$ cat src/hw/soc_pkg.sv
// all accesses are full words; every slot maps SLOT_MAPSZ words and the UART queue depth must be a power of two no larger than 15
`default_nettype none

package soc_pkg;

	// bus geometry
	localparam int DATA_W = 32;
	localparam int ADDR_W = 8;
	localparam int SLOT_W = 2;
	localparam int OFFS_W = 6;

	typedef logic [DATA_W-1:0] data_t;
	typedef logic [OFFS_W-1:0] offs_t;
	typedef logic [7:0] byte_t;

	// slot map, selected by the upper address bits
	localparam logic [SLOT_W-1:0] SLOT_DEVTBL = 2'd0;
	localparam logic [SLOT_W-1:0] SLOT_GPIO = 2'd1;
	localparam logic [SLOT_W-1:0] SLOT_UART = 2'd2;
	localparam logic [SLOT_W-1:0] SLOT_INVALID = 2'd3;
	localparam int SLOT_COUNT = 4;

	// device ids as reported by the device table
	localparam byte_t DEV_ID_INVALID = 8'd0;
	localparam byte_t DEV_ID_UART = 8'd5;
	localparam byte_t DEV_ID_GPIO = 8'd6;
	localparam byte_t DEV_ID_DEVTBL = 8'd7;

	// map size in words, same for every slot
	localparam int SLOT_MAPSZ = 64;

	// software reset request register sits at the top of the table
	localparam offs_t DEVTBL_CTRL_OFFS = 6'd63;

	localparam int GPIO_COUNT = 8;

	// reset hold of 2**RST_CNTR_W - 1 cycles
	localparam int RST_CNTR_W = 4;

	// transmit path
	localparam int UART_CLKS_PER_BIT = 4;
	localparam int UART_FIFO_DEPTH = 4;

endpackage

`default_nettype wire

$ cat src/hw/reset_seq.sv
// holds dev_rst_o for 15 cycles after rst_p or a warm/cold request; power-off keeps it high until the next rst_p
`default_nettype none

module reset_seq import soc_pkg::*; (
	input  logic clk100mhz_i,
	input  logic rst_p,
	input  logic rst_req0_i,
	input  logic rst_req1_i,
	output logic dev_rst_o
);

	logic [RST_CNTR_W-1:0] cntr_q;
	logic pwroff_q;
	logic sw_warm;
	logic sw_cold;
	logic sw_pwroff;

	// request decode, cold acts like warm since there is no global set/reset here
	assign sw_cold = rst_req0_i & rst_req1_i;
	assign sw_warm = ~rst_req0_i & rst_req1_i;
	assign sw_pwroff = rst_req0_i & ~rst_req1_i;

	always_ff @(posedge clk100mhz_i) begin
		if (rst_p) begin
			cntr_q <= '1;
			pwroff_q <= 1'b0;
		end else begin
			// the request bits linger one cycle into the reset they cause,
			// so only restart from an idle counter
			if ((sw_warm || sw_cold) && cntr_q == '0)
				cntr_q <= '1;
			else if (cntr_q != '0)
				cntr_q <= cntr_q - 1'b1;
			// stays set until the external reset
			if (sw_pwroff)
				pwroff_q <= 1'b1;
		end
	end

	assign dev_rst_o = (cntr_q != '0) | pwroff_q;

endmodule

`default_nettype wire

$ cat src/hw/bus_decoder.sv
// Wishbone classic with one master; the master holds its request until ack and drops stb the cycle after
`default_nettype none

module bus_decoder import soc_pkg::*; (
	input  logic              clk100mhz_i,
	input  logic              rst_p,
	input  logic              wb_cyc_i,
	input  logic              wb_stb_i,
	input  logic              wb_we_i,
	input  logic [ADDR_W-1:0] wb_adr_i,
	input  data_t             wb_dat_i,
	output data_t             wb_dat_o,
	output logic              wb_ack_o,
	output offs_t             offs_o,
	output data_t             wdat_o,
	output logic              we_o,
	output logic              dt_stb_o,
	input  data_t             dt_dat_i,
	input  logic              dt_ack_i,
	output logic              gp_stb_o,
	input  data_t             gp_dat_i,
	input  logic              gp_ack_i,
	output logic              ut_stb_o,
	input  data_t             ut_dat_i,
	input  logic              ut_ack_i
);

	logic [SLOT_W-1:0] slot;
	logic req;
	logic inv_ack_q;

	assign slot = wb_adr_i[ADDR_W-1 -: SLOT_W];
	assign req = wb_cyc_i & wb_stb_i;

	// shared request lines to every slave
	assign offs_o = wb_adr_i[OFFS_W-1:0];
	assign wdat_o = wb_dat_i;
	assign we_o = wb_we_i;

	assign dt_stb_o = req && slot == SLOT_DEVTBL;
	assign gp_stb_o = req && slot == SLOT_GPIO;
	assign ut_stb_o = req && slot == SLOT_UART;

	// invalid device answers everything, writes are dropped
	always_ff @(posedge clk100mhz_i) begin
		if (rst_p)
			inv_ack_q <= 1'b0;
		else
			inv_ack_q <= req && slot == SLOT_INVALID && !inv_ack_q;
	end

	always_comb begin
		case (slot)
			SLOT_DEVTBL: begin
				wb_dat_o = dt_dat_i;
				wb_ack_o = dt_ack_i;
			end
			SLOT_GPIO: begin
				wb_dat_o = gp_dat_i;
				wb_ack_o = gp_ack_i;
			end
			SLOT_UART: begin
				wb_dat_o = ut_dat_i;
				wb_ack_o = ut_ack_i;
			end
			// unmapped space reads zero
			default: begin
				wb_dat_o = '0;
				wb_ack_o = inv_ack_q;
			end
		endcase
	end

endmodule

`default_nettype wire

$ cat src/hw/dev_table.sv
// read-only table at offsets 2n and 2n+1 per slot; the request bits at DEVTBL_CTRL_OFFS clear on dev_rst_i
`default_nettype none

module dev_table import soc_pkg::*; (
	input  logic clk100mhz_i,
	input  logic dev_rst_i,
	input  logic stb_i,
	input  logic we_i,
	input  offs_t offs_i,
	input  data_t dat_i,
	output data_t dat_o,
	output logic ack_o,
	output logic rst_req0_o,
	output logic rst_req1_o
);

	logic [SLOT_W-1:0] slot_idx;
	logic slot_hit;
	data_t rd_word;

	function automatic byte_t dev_id(input logic [SLOT_W-1:0] slot);
		case (slot)
			SLOT_DEVTBL: return DEV_ID_DEVTBL;
			SLOT_GPIO: return DEV_ID_GPIO;
			SLOT_UART: return DEV_ID_UART;
			default: return DEV_ID_INVALID;
		endcase
	endfunction

	// two words per slot
	assign slot_idx = offs_i[SLOT_W:1];
	assign slot_hit = offs_i[OFFS_W-1:1] < SLOT_COUNT;

	always_comb begin
		rd_word = '0;
		if (offs_i == DEVTBL_CTRL_OFFS) begin
			rd_word[1:0] = {rst_req1_o, rst_req0_o};
		end else if (slot_hit) begin
			if (offs_i[0]) begin
				rd_word = data_t'(SLOT_MAPSZ);
			end else begin
				rd_word[7:0] = dev_id(slot_idx);
				// only gpio and uart would raise interrupts
				rd_word[DATA_W-1] = slot_idx == SLOT_GPIO || slot_idx == SLOT_UART;
			end
		end
	end

	always_ff @(posedge clk100mhz_i) begin
		if (dev_rst_i) begin
			ack_o <= 1'b0;
			rst_req0_o <= 1'b0;
			rst_req1_o <= 1'b0;
		end else begin
			ack_o <= stb_i & ~ack_o;
			if (stb_i && we_i && !ack_o && offs_i == DEVTBL_CTRL_OFFS) begin
				rst_req0_o <= dat_i[0];
				rst_req1_o <= dat_i[1];
			end
		end
	end

	always_ff @(posedge clk100mhz_i)
		dat_o <= rd_word;

endmodule

`default_nettype wire

$ cat src/hw/gpio_port.sv
// offset 0 is the output register and offset 1 the input word, which lags gp_i by two cycles
`default_nettype none

module gpio_port import soc_pkg::*; (
	input  logic clk100mhz_i,
	input  logic dev_rst_i,
	input  logic stb_i,
	input  logic we_i,
	input  offs_t offs_i,
	input  data_t dat_i,
	input  logic [GPIO_COUNT-1:0] gp_i,
	output data_t dat_o,
	output logic ack_o,
	output logic [GPIO_COUNT-1:0] gp_o
);

	logic [GPIO_COUNT-1:0] sync1_q;
	logic [GPIO_COUNT-1:0] sync2_q;

	always_ff @(posedge clk100mhz_i) begin
		if (dev_rst_i) begin
			ack_o <= 1'b0;
			gp_o <= '0;
		end else begin
			ack_o <= stb_i & ~ack_o;
			if (stb_i && we_i && !ack_o && offs_i == 6'd0)
				gp_o <= dat_i[GPIO_COUNT-1:0];
		end
	end

	// two flop synchronizer on the pins, then the read mux
	always_ff @(posedge clk100mhz_i) begin
		sync1_q <= gp_i;
		sync2_q <= sync1_q;
		case (offs_i)
			6'd0: dat_o <= data_t'(gp_o);
			6'd1: dat_o <= data_t'(sync2_q);
			default: dat_o <= '0;
		endcase
	end

endmodule

`default_nettype wire

$ cat src/hw/uart_tx_queue.sv
// reset by rst_p only so queued bytes survive a software reset; a data write to a full queue waits for a free entry
`default_nettype none

module uart_tx_queue import soc_pkg::*; (
	input  logic clk100mhz_i,
	input  logic rst_p,
	input  logic stb_i,
	input  logic we_i,
	input  offs_t offs_i,
	input  data_t dat_i,
	output data_t dat_o,
	output logic ack_o,
	output byte_t byte_o,
	output logic valid_o,
	input  logic ready_i
);

	byte_t mem [UART_FIFO_DEPTH];
	logic [$clog2(UART_FIFO_DEPTH)-1:0] wr_ptr_q;
	logic [$clog2(UART_FIFO_DEPTH)-1:0] rd_ptr_q;
	logic [$clog2(UART_FIFO_DEPTH+1)-1:0] count_q;
	logic full;
	logic empty;
	logic data_wr;
	logic push;
	logic pop;
	data_t status;

	assign full = count_q == UART_FIFO_DEPTH;
	assign empty = count_q == '0;

	assign data_wr = stb_i && we_i && !ack_o && offs_i == 6'd0;
	assign push = data_wr && !full;
	assign pop = valid_o && ready_i;

	// head of the queue goes straight to the phy
	assign byte_o = mem[rd_ptr_q];
	assign valid_o = !empty;

	always_comb begin
		status = '0;
		status[3:0] = 4'(count_q);
		status[8] = empty;
		status[9] = full;
	end

	always_ff @(posedge clk100mhz_i) begin
		if (rst_p) begin
			ack_o <= 1'b0;
			wr_ptr_q <= '0;
			rd_ptr_q <= '0;
			count_q <= '0;
		end else begin
			// hold ack back while the write cannot be stored
			ack_o <= stb_i && !ack_o && !(data_wr && full);
			if (push)
				wr_ptr_q <= wr_ptr_q + 1'b1;
			if (pop)
				rd_ptr_q <= rd_ptr_q + 1'b1;
			count_q <= count_q + push - pop;
		end
	end

	always_ff @(posedge clk100mhz_i) begin
		if (push)
			mem[wr_ptr_q] <= dat_i[7:0];
		dat_o <= (offs_i == 6'd1) ? status : '0;
	end

endmodule

`default_nettype wire

$ cat src/hw/uart_tx_phy.sv
// 8N1 at UART_CLKS_PER_BIT cycles per bit, which must be at least 2; the idle cycle before a new byte is the last stop cycle
`default_nettype none

module uart_tx_phy import soc_pkg::*; (
	input  logic clk100mhz_i,
	input  logic rst_p,
	input  byte_t byte_i,
	input  logic valid_i,
	output logic ready_o,
	output logic uart_tx_o
);

	logic busy_q;
	logic [9:0] shift_q;
	logic [3:0] bit_idx_q;
	logic [$clog2(UART_CLKS_PER_BIT)-1:0] clk_cnt_q;
	logic last_bit;
	logic bit_end;

	// stop bit is cut one cycle short, the idle cycle makes up the rest
	assign last_bit = bit_idx_q == 4'd9;
	assign bit_end = last_bit ? clk_cnt_q == UART_CLKS_PER_BIT - 2
		: clk_cnt_q == UART_CLKS_PER_BIT - 1;

	assign ready_o = !busy_q;
	assign uart_tx_o = busy_q ? shift_q[0] : 1'b1;

	always_ff @(posedge clk100mhz_i) begin
		if (rst_p) begin
			busy_q <= 1'b0;
			bit_idx_q <= '0;
			clk_cnt_q <= '0;
		end else if (!busy_q) begin
			if (valid_i) begin
				busy_q <= 1'b1;
				bit_idx_q <= '0;
				clk_cnt_q <= '0;
			end
		end else if (bit_end) begin
			clk_cnt_q <= '0;
			bit_idx_q <= bit_idx_q + 1'b1;
			if (last_bit)
				busy_q <= 1'b0;
		end else begin
			clk_cnt_q <= clk_cnt_q + 1'b1;
		end
	end

	// frame is start, data lsb first, stop
	always_ff @(posedge clk100mhz_i) begin
		if (!busy_q && valid_i)
			shift_q <= {1'b1, byte_i, 1'b0};
		else if (busy_q && bit_end)
			shift_q <= {1'b1, shift_q[9:1]};
	end

endmodule

`default_nettype wire

$ cat src/hw/soc_top.sv
// single clock at clk100mhz_i; the bus is Wishbone classic with full-word accesses only
`default_nettype none

module soc_top import soc_pkg::*; (
	input  logic clk100mhz_i,
	input  logic rst_p,
	input  logic wb_cyc_i,
	input  logic wb_stb_i,
	input  logic wb_we_i,
	input  logic [ADDR_W-1:0] wb_adr_i,
	input  data_t wb_dat_i,
	output data_t wb_dat_o,
	output logic wb_ack_o,
	input  logic [GPIO_COUNT-1:0] gp_i,
	output logic [GPIO_COUNT-1:0] gp_o,
	output logic uart_tx_o,
	output logic dev_rst_o
);

	offs_t offs;
	data_t wdat;
	logic we;
	logic dt_stb;
	data_t dt_dat;
	logic dt_ack;
	logic gp_stb;
	data_t gp_dat;
	logic gp_ack;
	logic ut_stb;
	data_t ut_dat;
	logic ut_ack;
	logic rst_req0;
	logic rst_req1;
	byte_t tx_byte;
	logic tx_valid;
	logic tx_ready;

	reset_seq u_reset_seq (
		 .clk100mhz_i (clk100mhz_i)
		,.rst_p       (rst_p)
		,.rst_req0_i  (rst_req0)
		,.rst_req1_i  (rst_req1)
		,.dev_rst_o   (dev_rst_o)
	);

	bus_decoder u_bus_decoder (
		 .clk100mhz_i (clk100mhz_i)
		,.rst_p       (rst_p)
		,.wb_cyc_i    (wb_cyc_i)
		,.wb_stb_i    (wb_stb_i)
		,.wb_we_i     (wb_we_i)
		,.wb_adr_i    (wb_adr_i)
		,.wb_dat_i    (wb_dat_i)
		,.wb_dat_o    (wb_dat_o)
		,.wb_ack_o    (wb_ack_o)
		,.offs_o      (offs)
		,.wdat_o      (wdat)
		,.we_o        (we)
		,.dt_stb_o    (dt_stb)
		,.dt_dat_i    (dt_dat)
		,.dt_ack_i    (dt_ack)
		,.gp_stb_o    (gp_stb)
		,.gp_dat_i    (gp_dat)
		,.gp_ack_i    (gp_ack)
		,.ut_stb_o    (ut_stb)
		,.ut_dat_i    (ut_dat)
		,.ut_ack_i    (ut_ack)
	);

	dev_table u_dev_table (
		 .clk100mhz_i (clk100mhz_i)
		,.dev_rst_i   (dev_rst_o)
		,.stb_i       (dt_stb)
		,.we_i        (we)
		,.offs_i      (offs)
		,.dat_i       (wdat)
		,.dat_o       (dt_dat)
		,.ack_o       (dt_ack)
		,.rst_req0_o  (rst_req0)
		,.rst_req1_o  (rst_req1)
	);

	gpio_port u_gpio_port (
		 .clk100mhz_i (clk100mhz_i)
		,.dev_rst_i   (dev_rst_o)
		,.stb_i       (gp_stb)
		,.we_i        (we)
		,.offs_i      (offs)
		,.dat_i       (wdat)
		,.gp_i        (gp_i)
		,.dat_o       (gp_dat)
		,.ack_o       (gp_ack)
		,.gp_o        (gp_o)
	);

	// the uart path sees only the external reset
	uart_tx_queue u_uart_tx_queue (
		 .clk100mhz_i (clk100mhz_i)
		,.rst_p       (rst_p)
		,.stb_i       (ut_stb)
		,.we_i        (we)
		,.offs_i      (offs)
		,.dat_i       (wdat)
		,.dat_o       (ut_dat)
		,.ack_o       (ut_ack)
		,.byte_o      (tx_byte)
		,.valid_o     (tx_valid)
		,.ready_i     (tx_ready)
	);

	uart_tx_phy u_uart_tx_phy (
		 .clk100mhz_i (clk100mhz_i)
		,.rst_p       (rst_p)
		,.byte_i      (tx_byte)
		,.valid_i     (tx_valid)
		,.ready_o     (tx_ready)
		,.uart_tx_o   (uart_tx_o)
	);

endmodule

`default_nettype wire

$ cat config.mk
export PLATFORM = sky130hd
export DESIGN_NAME = soc_top
export DESIGN_NICKNAME = d
export VERILOG_FILES = /design/src/hw/soc_pkg.sv /design/src/hw/reset_seq.sv /design/src/hw/bus_decoder.sv /design/src/hw/dev_table.sv /design/src/hw/gpio_port.sv /design/src/hw/uart_tx_queue.sv /design/src/hw/uart_tx_phy.sv /design/src/hw/soc_top.sv
export SDC_FILE = /design/constraint.sdc
export NUM_CORES = 1
export LEC_CHECK = 0
export ABC_AREA = 1
export BUFFER_PORTS_ARGS = -buffer_cell sky130_fd_sc_hd__buf_2
export CORE_MARGIN = 3
export CORE_UTILIZATION = 30
export CTS_CLUSTER_SIZE = 20
export DETAILED_ROUTE_END_ITERATION = 12
export PLACE_DENSITY = 0.51
export SETUP_SLACK_MARGIN = 0.02
export SYNTH_ARGS = -nofsm -noshare
export SYNTH_HDL_FRONTEND = slang
export SYNTH_SLANG_ARGS = --single-unit
$ cat constraint.sdc
create_clock -name clk100mhz_i -period 5.2 [get_ports clk100mhz_i]
set_input_delay 0 -clock clk100mhz_i [delete_from_list [all_inputs] [get_ports clk100mhz_i]]
set_output_delay 0 -clock clk100mhz_i [all_outputs]
set_load 0.01 [all_outputs]
==> results list <==
- At the end of the flow, the number of nets in the layout was 615.
- In this run the worst path has a maximum fanout of 13.
- Counting cells, the worst reg-to-reg path comes to 11.
- Yosys printed 0 warnings.
* Final cycle utilization of the critical path: 47.68%
- Derived from the worst setup path, the maximum achievable clock frequency is 0.4033 GHz.
- CTS Sinks: between 100 and 150
- Height of the die: 128.2 um
- Overall power: just over 0.002 W
- In the synthesized netlist the async set-or-reset flop fraction comes to 0%.
- Before CTS, the worst setup slack after placement is roughly 2.8 ns.
- Cells fill approximately 37% of the core in the end.
- Critical Path AT: around 2.7 ns
* Post-CTS Setup Bufs: 0
* Number of flops mapped to enable cells by yosys: 40
- Across all setup checks in the final design, the least slack found is roughly 2.7 ns.
- Via count of the first global-routing pass: around 3200
- Synthesis instantiated 38 different standard cells from the library.
- After synthesis, the largest area contributor takes up 31.28% of total cell area.
- Worst flop-to-flop path endpoint: u_uart_tx_queue.count_q[2]
* Routed len/inst: about 12 um
- Across all layers, the routed design uses ~3200 vias.
* Run status: finished, final reports clean
- Ratio of routed vias to standard cells: 4.312
- The die covers 0.01644 mm^2.
- Across the VDD grid, the largest voltage drop is around 180 uV.
* Starting utilization of the core area: between 30% and 40%
- The worst setup path is captured at a flip-flop.
- Post-synth design cell area: 0.004481 mm^2
- Width of the die: 128.2 um
- Detailed router's first-iteration violation count: 107
- Filler instances: 1448
- The tool flagged a number of max-cap violations equal to 0.
* Deepest clock path buffer count: 2
- Data required time of the critical path: 5.43 ns
- TritonCTS clock tree: yes
* CP startpoint kind: flip-flop
- Worst hold-check path type: in2reg
- For this design the static power due to leakage is between 2 and 2.5 nW.
* Worst reg2reg startpoint: u_uart_tx_queue.count_q[1]
- Pin count of the biggest net entering global routing: 21
- Across every metal layer, demand over resource in global routing totals 11.30%.
- DRC viols: 0
- Slew of the pin with the lowest slew margin: 0.8212 ns
- The commonest cells after synthesis are sky130_fd_sc_hd__nand2_1 (84), sky130_fd_sc_hd__dfxtp_1 (70), sky130_fd_sc_hd__inv_1 (69), sky130_fd_sc_hd__nor2_1 (41), sky130_fd_sc_hd__edfxtp_1 (40).
- Dividing total power by cell area gives a power density of 383.3 mW/mm^2.
- Headroom to the max-slew limit came out at 45.05%.
* Final GP Congestion: 0.7589
- Hold repair after CTS inserted 24 buffers.
* Antenna violations before repair: 0
- The share of the Yosys chip area taken by registers is 58.08%.
* Detailed Place HPWL: 6319 um
- The later pin in the worst-skew pair is clocked with a latency of 0.34 ns.
* Worst clock skew: around 0.0079 ns
* Fraction of final layout cells with drive strength greater than 1: 16.27%
- The tightest hold path in the finished design has a slack of around 0.024 ns.
* Global-route wire length before repair: about 15000 um
- Critical path startpoint: u_uart_tx_queue.count_q[1]
- Inserted Clock Buffers: 9
- Core region area: around 0.015 mm^2
- Summed over all layers, the routed wires come to slightly below 9000 um.
* Area occupied by registers: 0.002603 mm^2
* Count leader, synth: sky130_fd_sc_hd__nand2_1
- In this run, synthesis produced a sequential element count of 110.
- Syn-to-layout area delta: 19.52%
- Count of final hold-check violations: 0
- Finish-stage setup viols: 0
- Combined area of the multi-input logic cells: 0.001463 mm^2
- After floorplanning, the core was divided into 44 placement rows.
* Final-layout setup total negative slack: 0 ns
* Library cell occupying the most area in the post-synthesis netlist: sky130_fd_sc_hd__dfxtp_1
* Total of buffers placed on input and output ports: 50
- Final slew viol count: 0
- After layout, the minimum clock period comes to 2.479 ns.
- Post_cts resized: 0
- 96 I/O pins were placed.
- The detail route stage leaves a number of antenna-violating nets equal to 0.
- In this run the clock root is driven by a sky130_fd_sc_hd__clkbuf_16.
* CTS HTree Levels: 3
* Average cell area after synthesis: 9.453 um^2
* Biggest area contributors in the synthesized netlist: sky130_fd_sc_hd__dfxtp_1 (31%), sky130_fd_sc_hd__edfxtp_1 (27%), sky130_fd_sc_hd__nand2_1 (7.0%), sky130_fd_sc_hd__inv_1 (5.8%), sky130_fd_sc_hd__nand3_1 (4.0%)
- Clock-pin slew on the worst setup and hold paths: 0.07 ns
- 0 antenna diodes ended up in the layout.
* Capturing element of the worst setup path: u_uart_tx_queue.count_q[2]
- Before antenna repair, the detailed router went through 4 iterations.
- The most used flip-flop cell after synthesis is sky130_fd_sc_hd__dfxtp_1.
* Unrepaired setup endpoints after global routing: false
- Slack of the worst reg-to-reg path: 2.72 ns
- Cell count after synthesis: 474
- Crit path kind: reg2reg
- Global routing finished with a remaining overflow of 0.
stage by stage:
| stage | std cells | instance area, um^2 |
|---|---|---|
| final | 737 | 5355 |
| after CTS | 737 | 5355 |
| after floorplan | 494 | 4556 |
| after detailed placement | 697 | 4816 |
| after global placement | 697 | 4816 |
| after global routing | 737 | 5355 |
kinds of logic (layout without fill, tap and decap cells):
kind of cell,count (synthesis),after routing,share of synthesized area (%)
AND/OR/NAND/NOR,183,183,18.32
flip-flops,110,110,58.08
buffers and inverters,103,162,10.95
AO/OA/AOI/OAI,58,58,7.512
adder cells (fa/ha/maj),14,14,4.077
XOR/XNOR,5,5,0.9776
other,1,21,0.08370
power breakdown:
| group | leakage, nW | internal [W] | switching [W] |
|---|---|---|---|
| combinational | 1.19 | 0.000112 | 0.000223 |
| clock | 0.149 | 0.000352 | 0.000327 |
| sequential | 0.940 | 0.000981 | 0.0000570 |
cells in the final DEF (no fill, tap or decap), drive strengths merged:
master       netlist  layout
nand2             89      89
inv               72      76
dfxtp             70      70
buf               28      50
nor2              47      47
edfxtp            40      40
nand3             38      38
dlygate4sd3        0      24
o21ai             23      23
conb               1      21
a21oi             20      20
ha                13      13
o22ai             10      10
clkbuf             3      10
nor3               5       5
xor2               3       3
nor4               2       2
xnor2              2       2
clkinv             0       2
nand4              1       1
o2111ai            1       1
a22o               1       1
or2                1       1
a211oi             1       1
o211ai             1       1
o21bai             1       1
fa                 1       1
layer usage:
| layer | track usage (%) | vias to the layer above | wire, um |
|---|---|---|---|
| met1 | 13.39 | 1470 | 4004 |
| met3 | 2.375 | 9 | 316 |
| met2 | 19.86 | 72 | 4383 |
| met5 | 0 | - | 0 |
| li1 | - | 1627 | - |
| met4 | 4.557 | 0 | 120 |
flip-flops by register name, summed over array words and instances, names as in the netlist, 3 cells and up, named ones only:
signal                   cells
u_gpio_port.sync2_q          8
u_gpio_port.sync1_q          8
u_uart_tx_queue.mem         32
u_uart_tx_phy.shift_q        9
u_reset_seq.cntr_q           4
u_uart_tx_queue.count_q      3
u_uart_tx_phy.bit_idx_q      4
u_dev_table.dat_o            5
u_uart_tx_queue.dat_o        5
u_gpio_port.gp_o             8
u_gpio_port.dat_o            8
worst min-delay path by stage:
| stage | from | slack (ns) | cells past startpoint | endpoint |
|---|---|---|---|---|
| 6_report | wb_stb_i | 0.02 | 3 | u_dev_table.ack_o |
| 5_1_grt | wb_stb_i | 0.05 | 3 | u_gpio_port.ack_o |
| 4_1_cts | wb_stb_i | 0.02 | 3 | u_dev_table.ack_o |
| 3_5_place_dp | gp_i[6] | 0.10 | 1 | u_gpio_port.sync1_q[6] |
| 3_3_place_gp | gp_i[2] | 0.10 | 1 | u_gpio_port.sync1_q[2] |
| 2_1_floorplan | gp_i[0] | 0.03 | 0 | u_gpio_port.sync1_q[0] |
worst max-delay path, cell delays in order, from the launching register on:
cell,delay [ns]
sky130_fd_sc_hd__dfxtp_1,0.42
sky130_fd_sc_hd__nor2_1,0.09
sky130_fd_sc_hd__nand2_1,0.16
sky130_fd_sc_hd__nand2_2,0.13
sky130_fd_sc_hd__inv_1,0.38
sky130_fd_sc_hd__ha_1,0.32
sky130_fd_sc_hd__inv_1,0.06
sky130_fd_sc_hd__ha_1,0.13
sky130_fd_sc_hd__inv_1,0.05
sky130_fd_sc_hd__fa_1,0.38
sky130_fd_sc_hd__o21ai_0,0.21
sky130_fd_sc_hd__a21oi_1,0.06
area by class of cell:
type,count,area share [%]
clock buffer,10,4.463
clock inverter,6,1.121
inverter,72,5.047
multi-input combinational,281,27.31
sequential,110,48.60
tap,184,4.299
timing repair buffer,74,9.159
No activity file was read; power rests on OpenSTA's default activity.
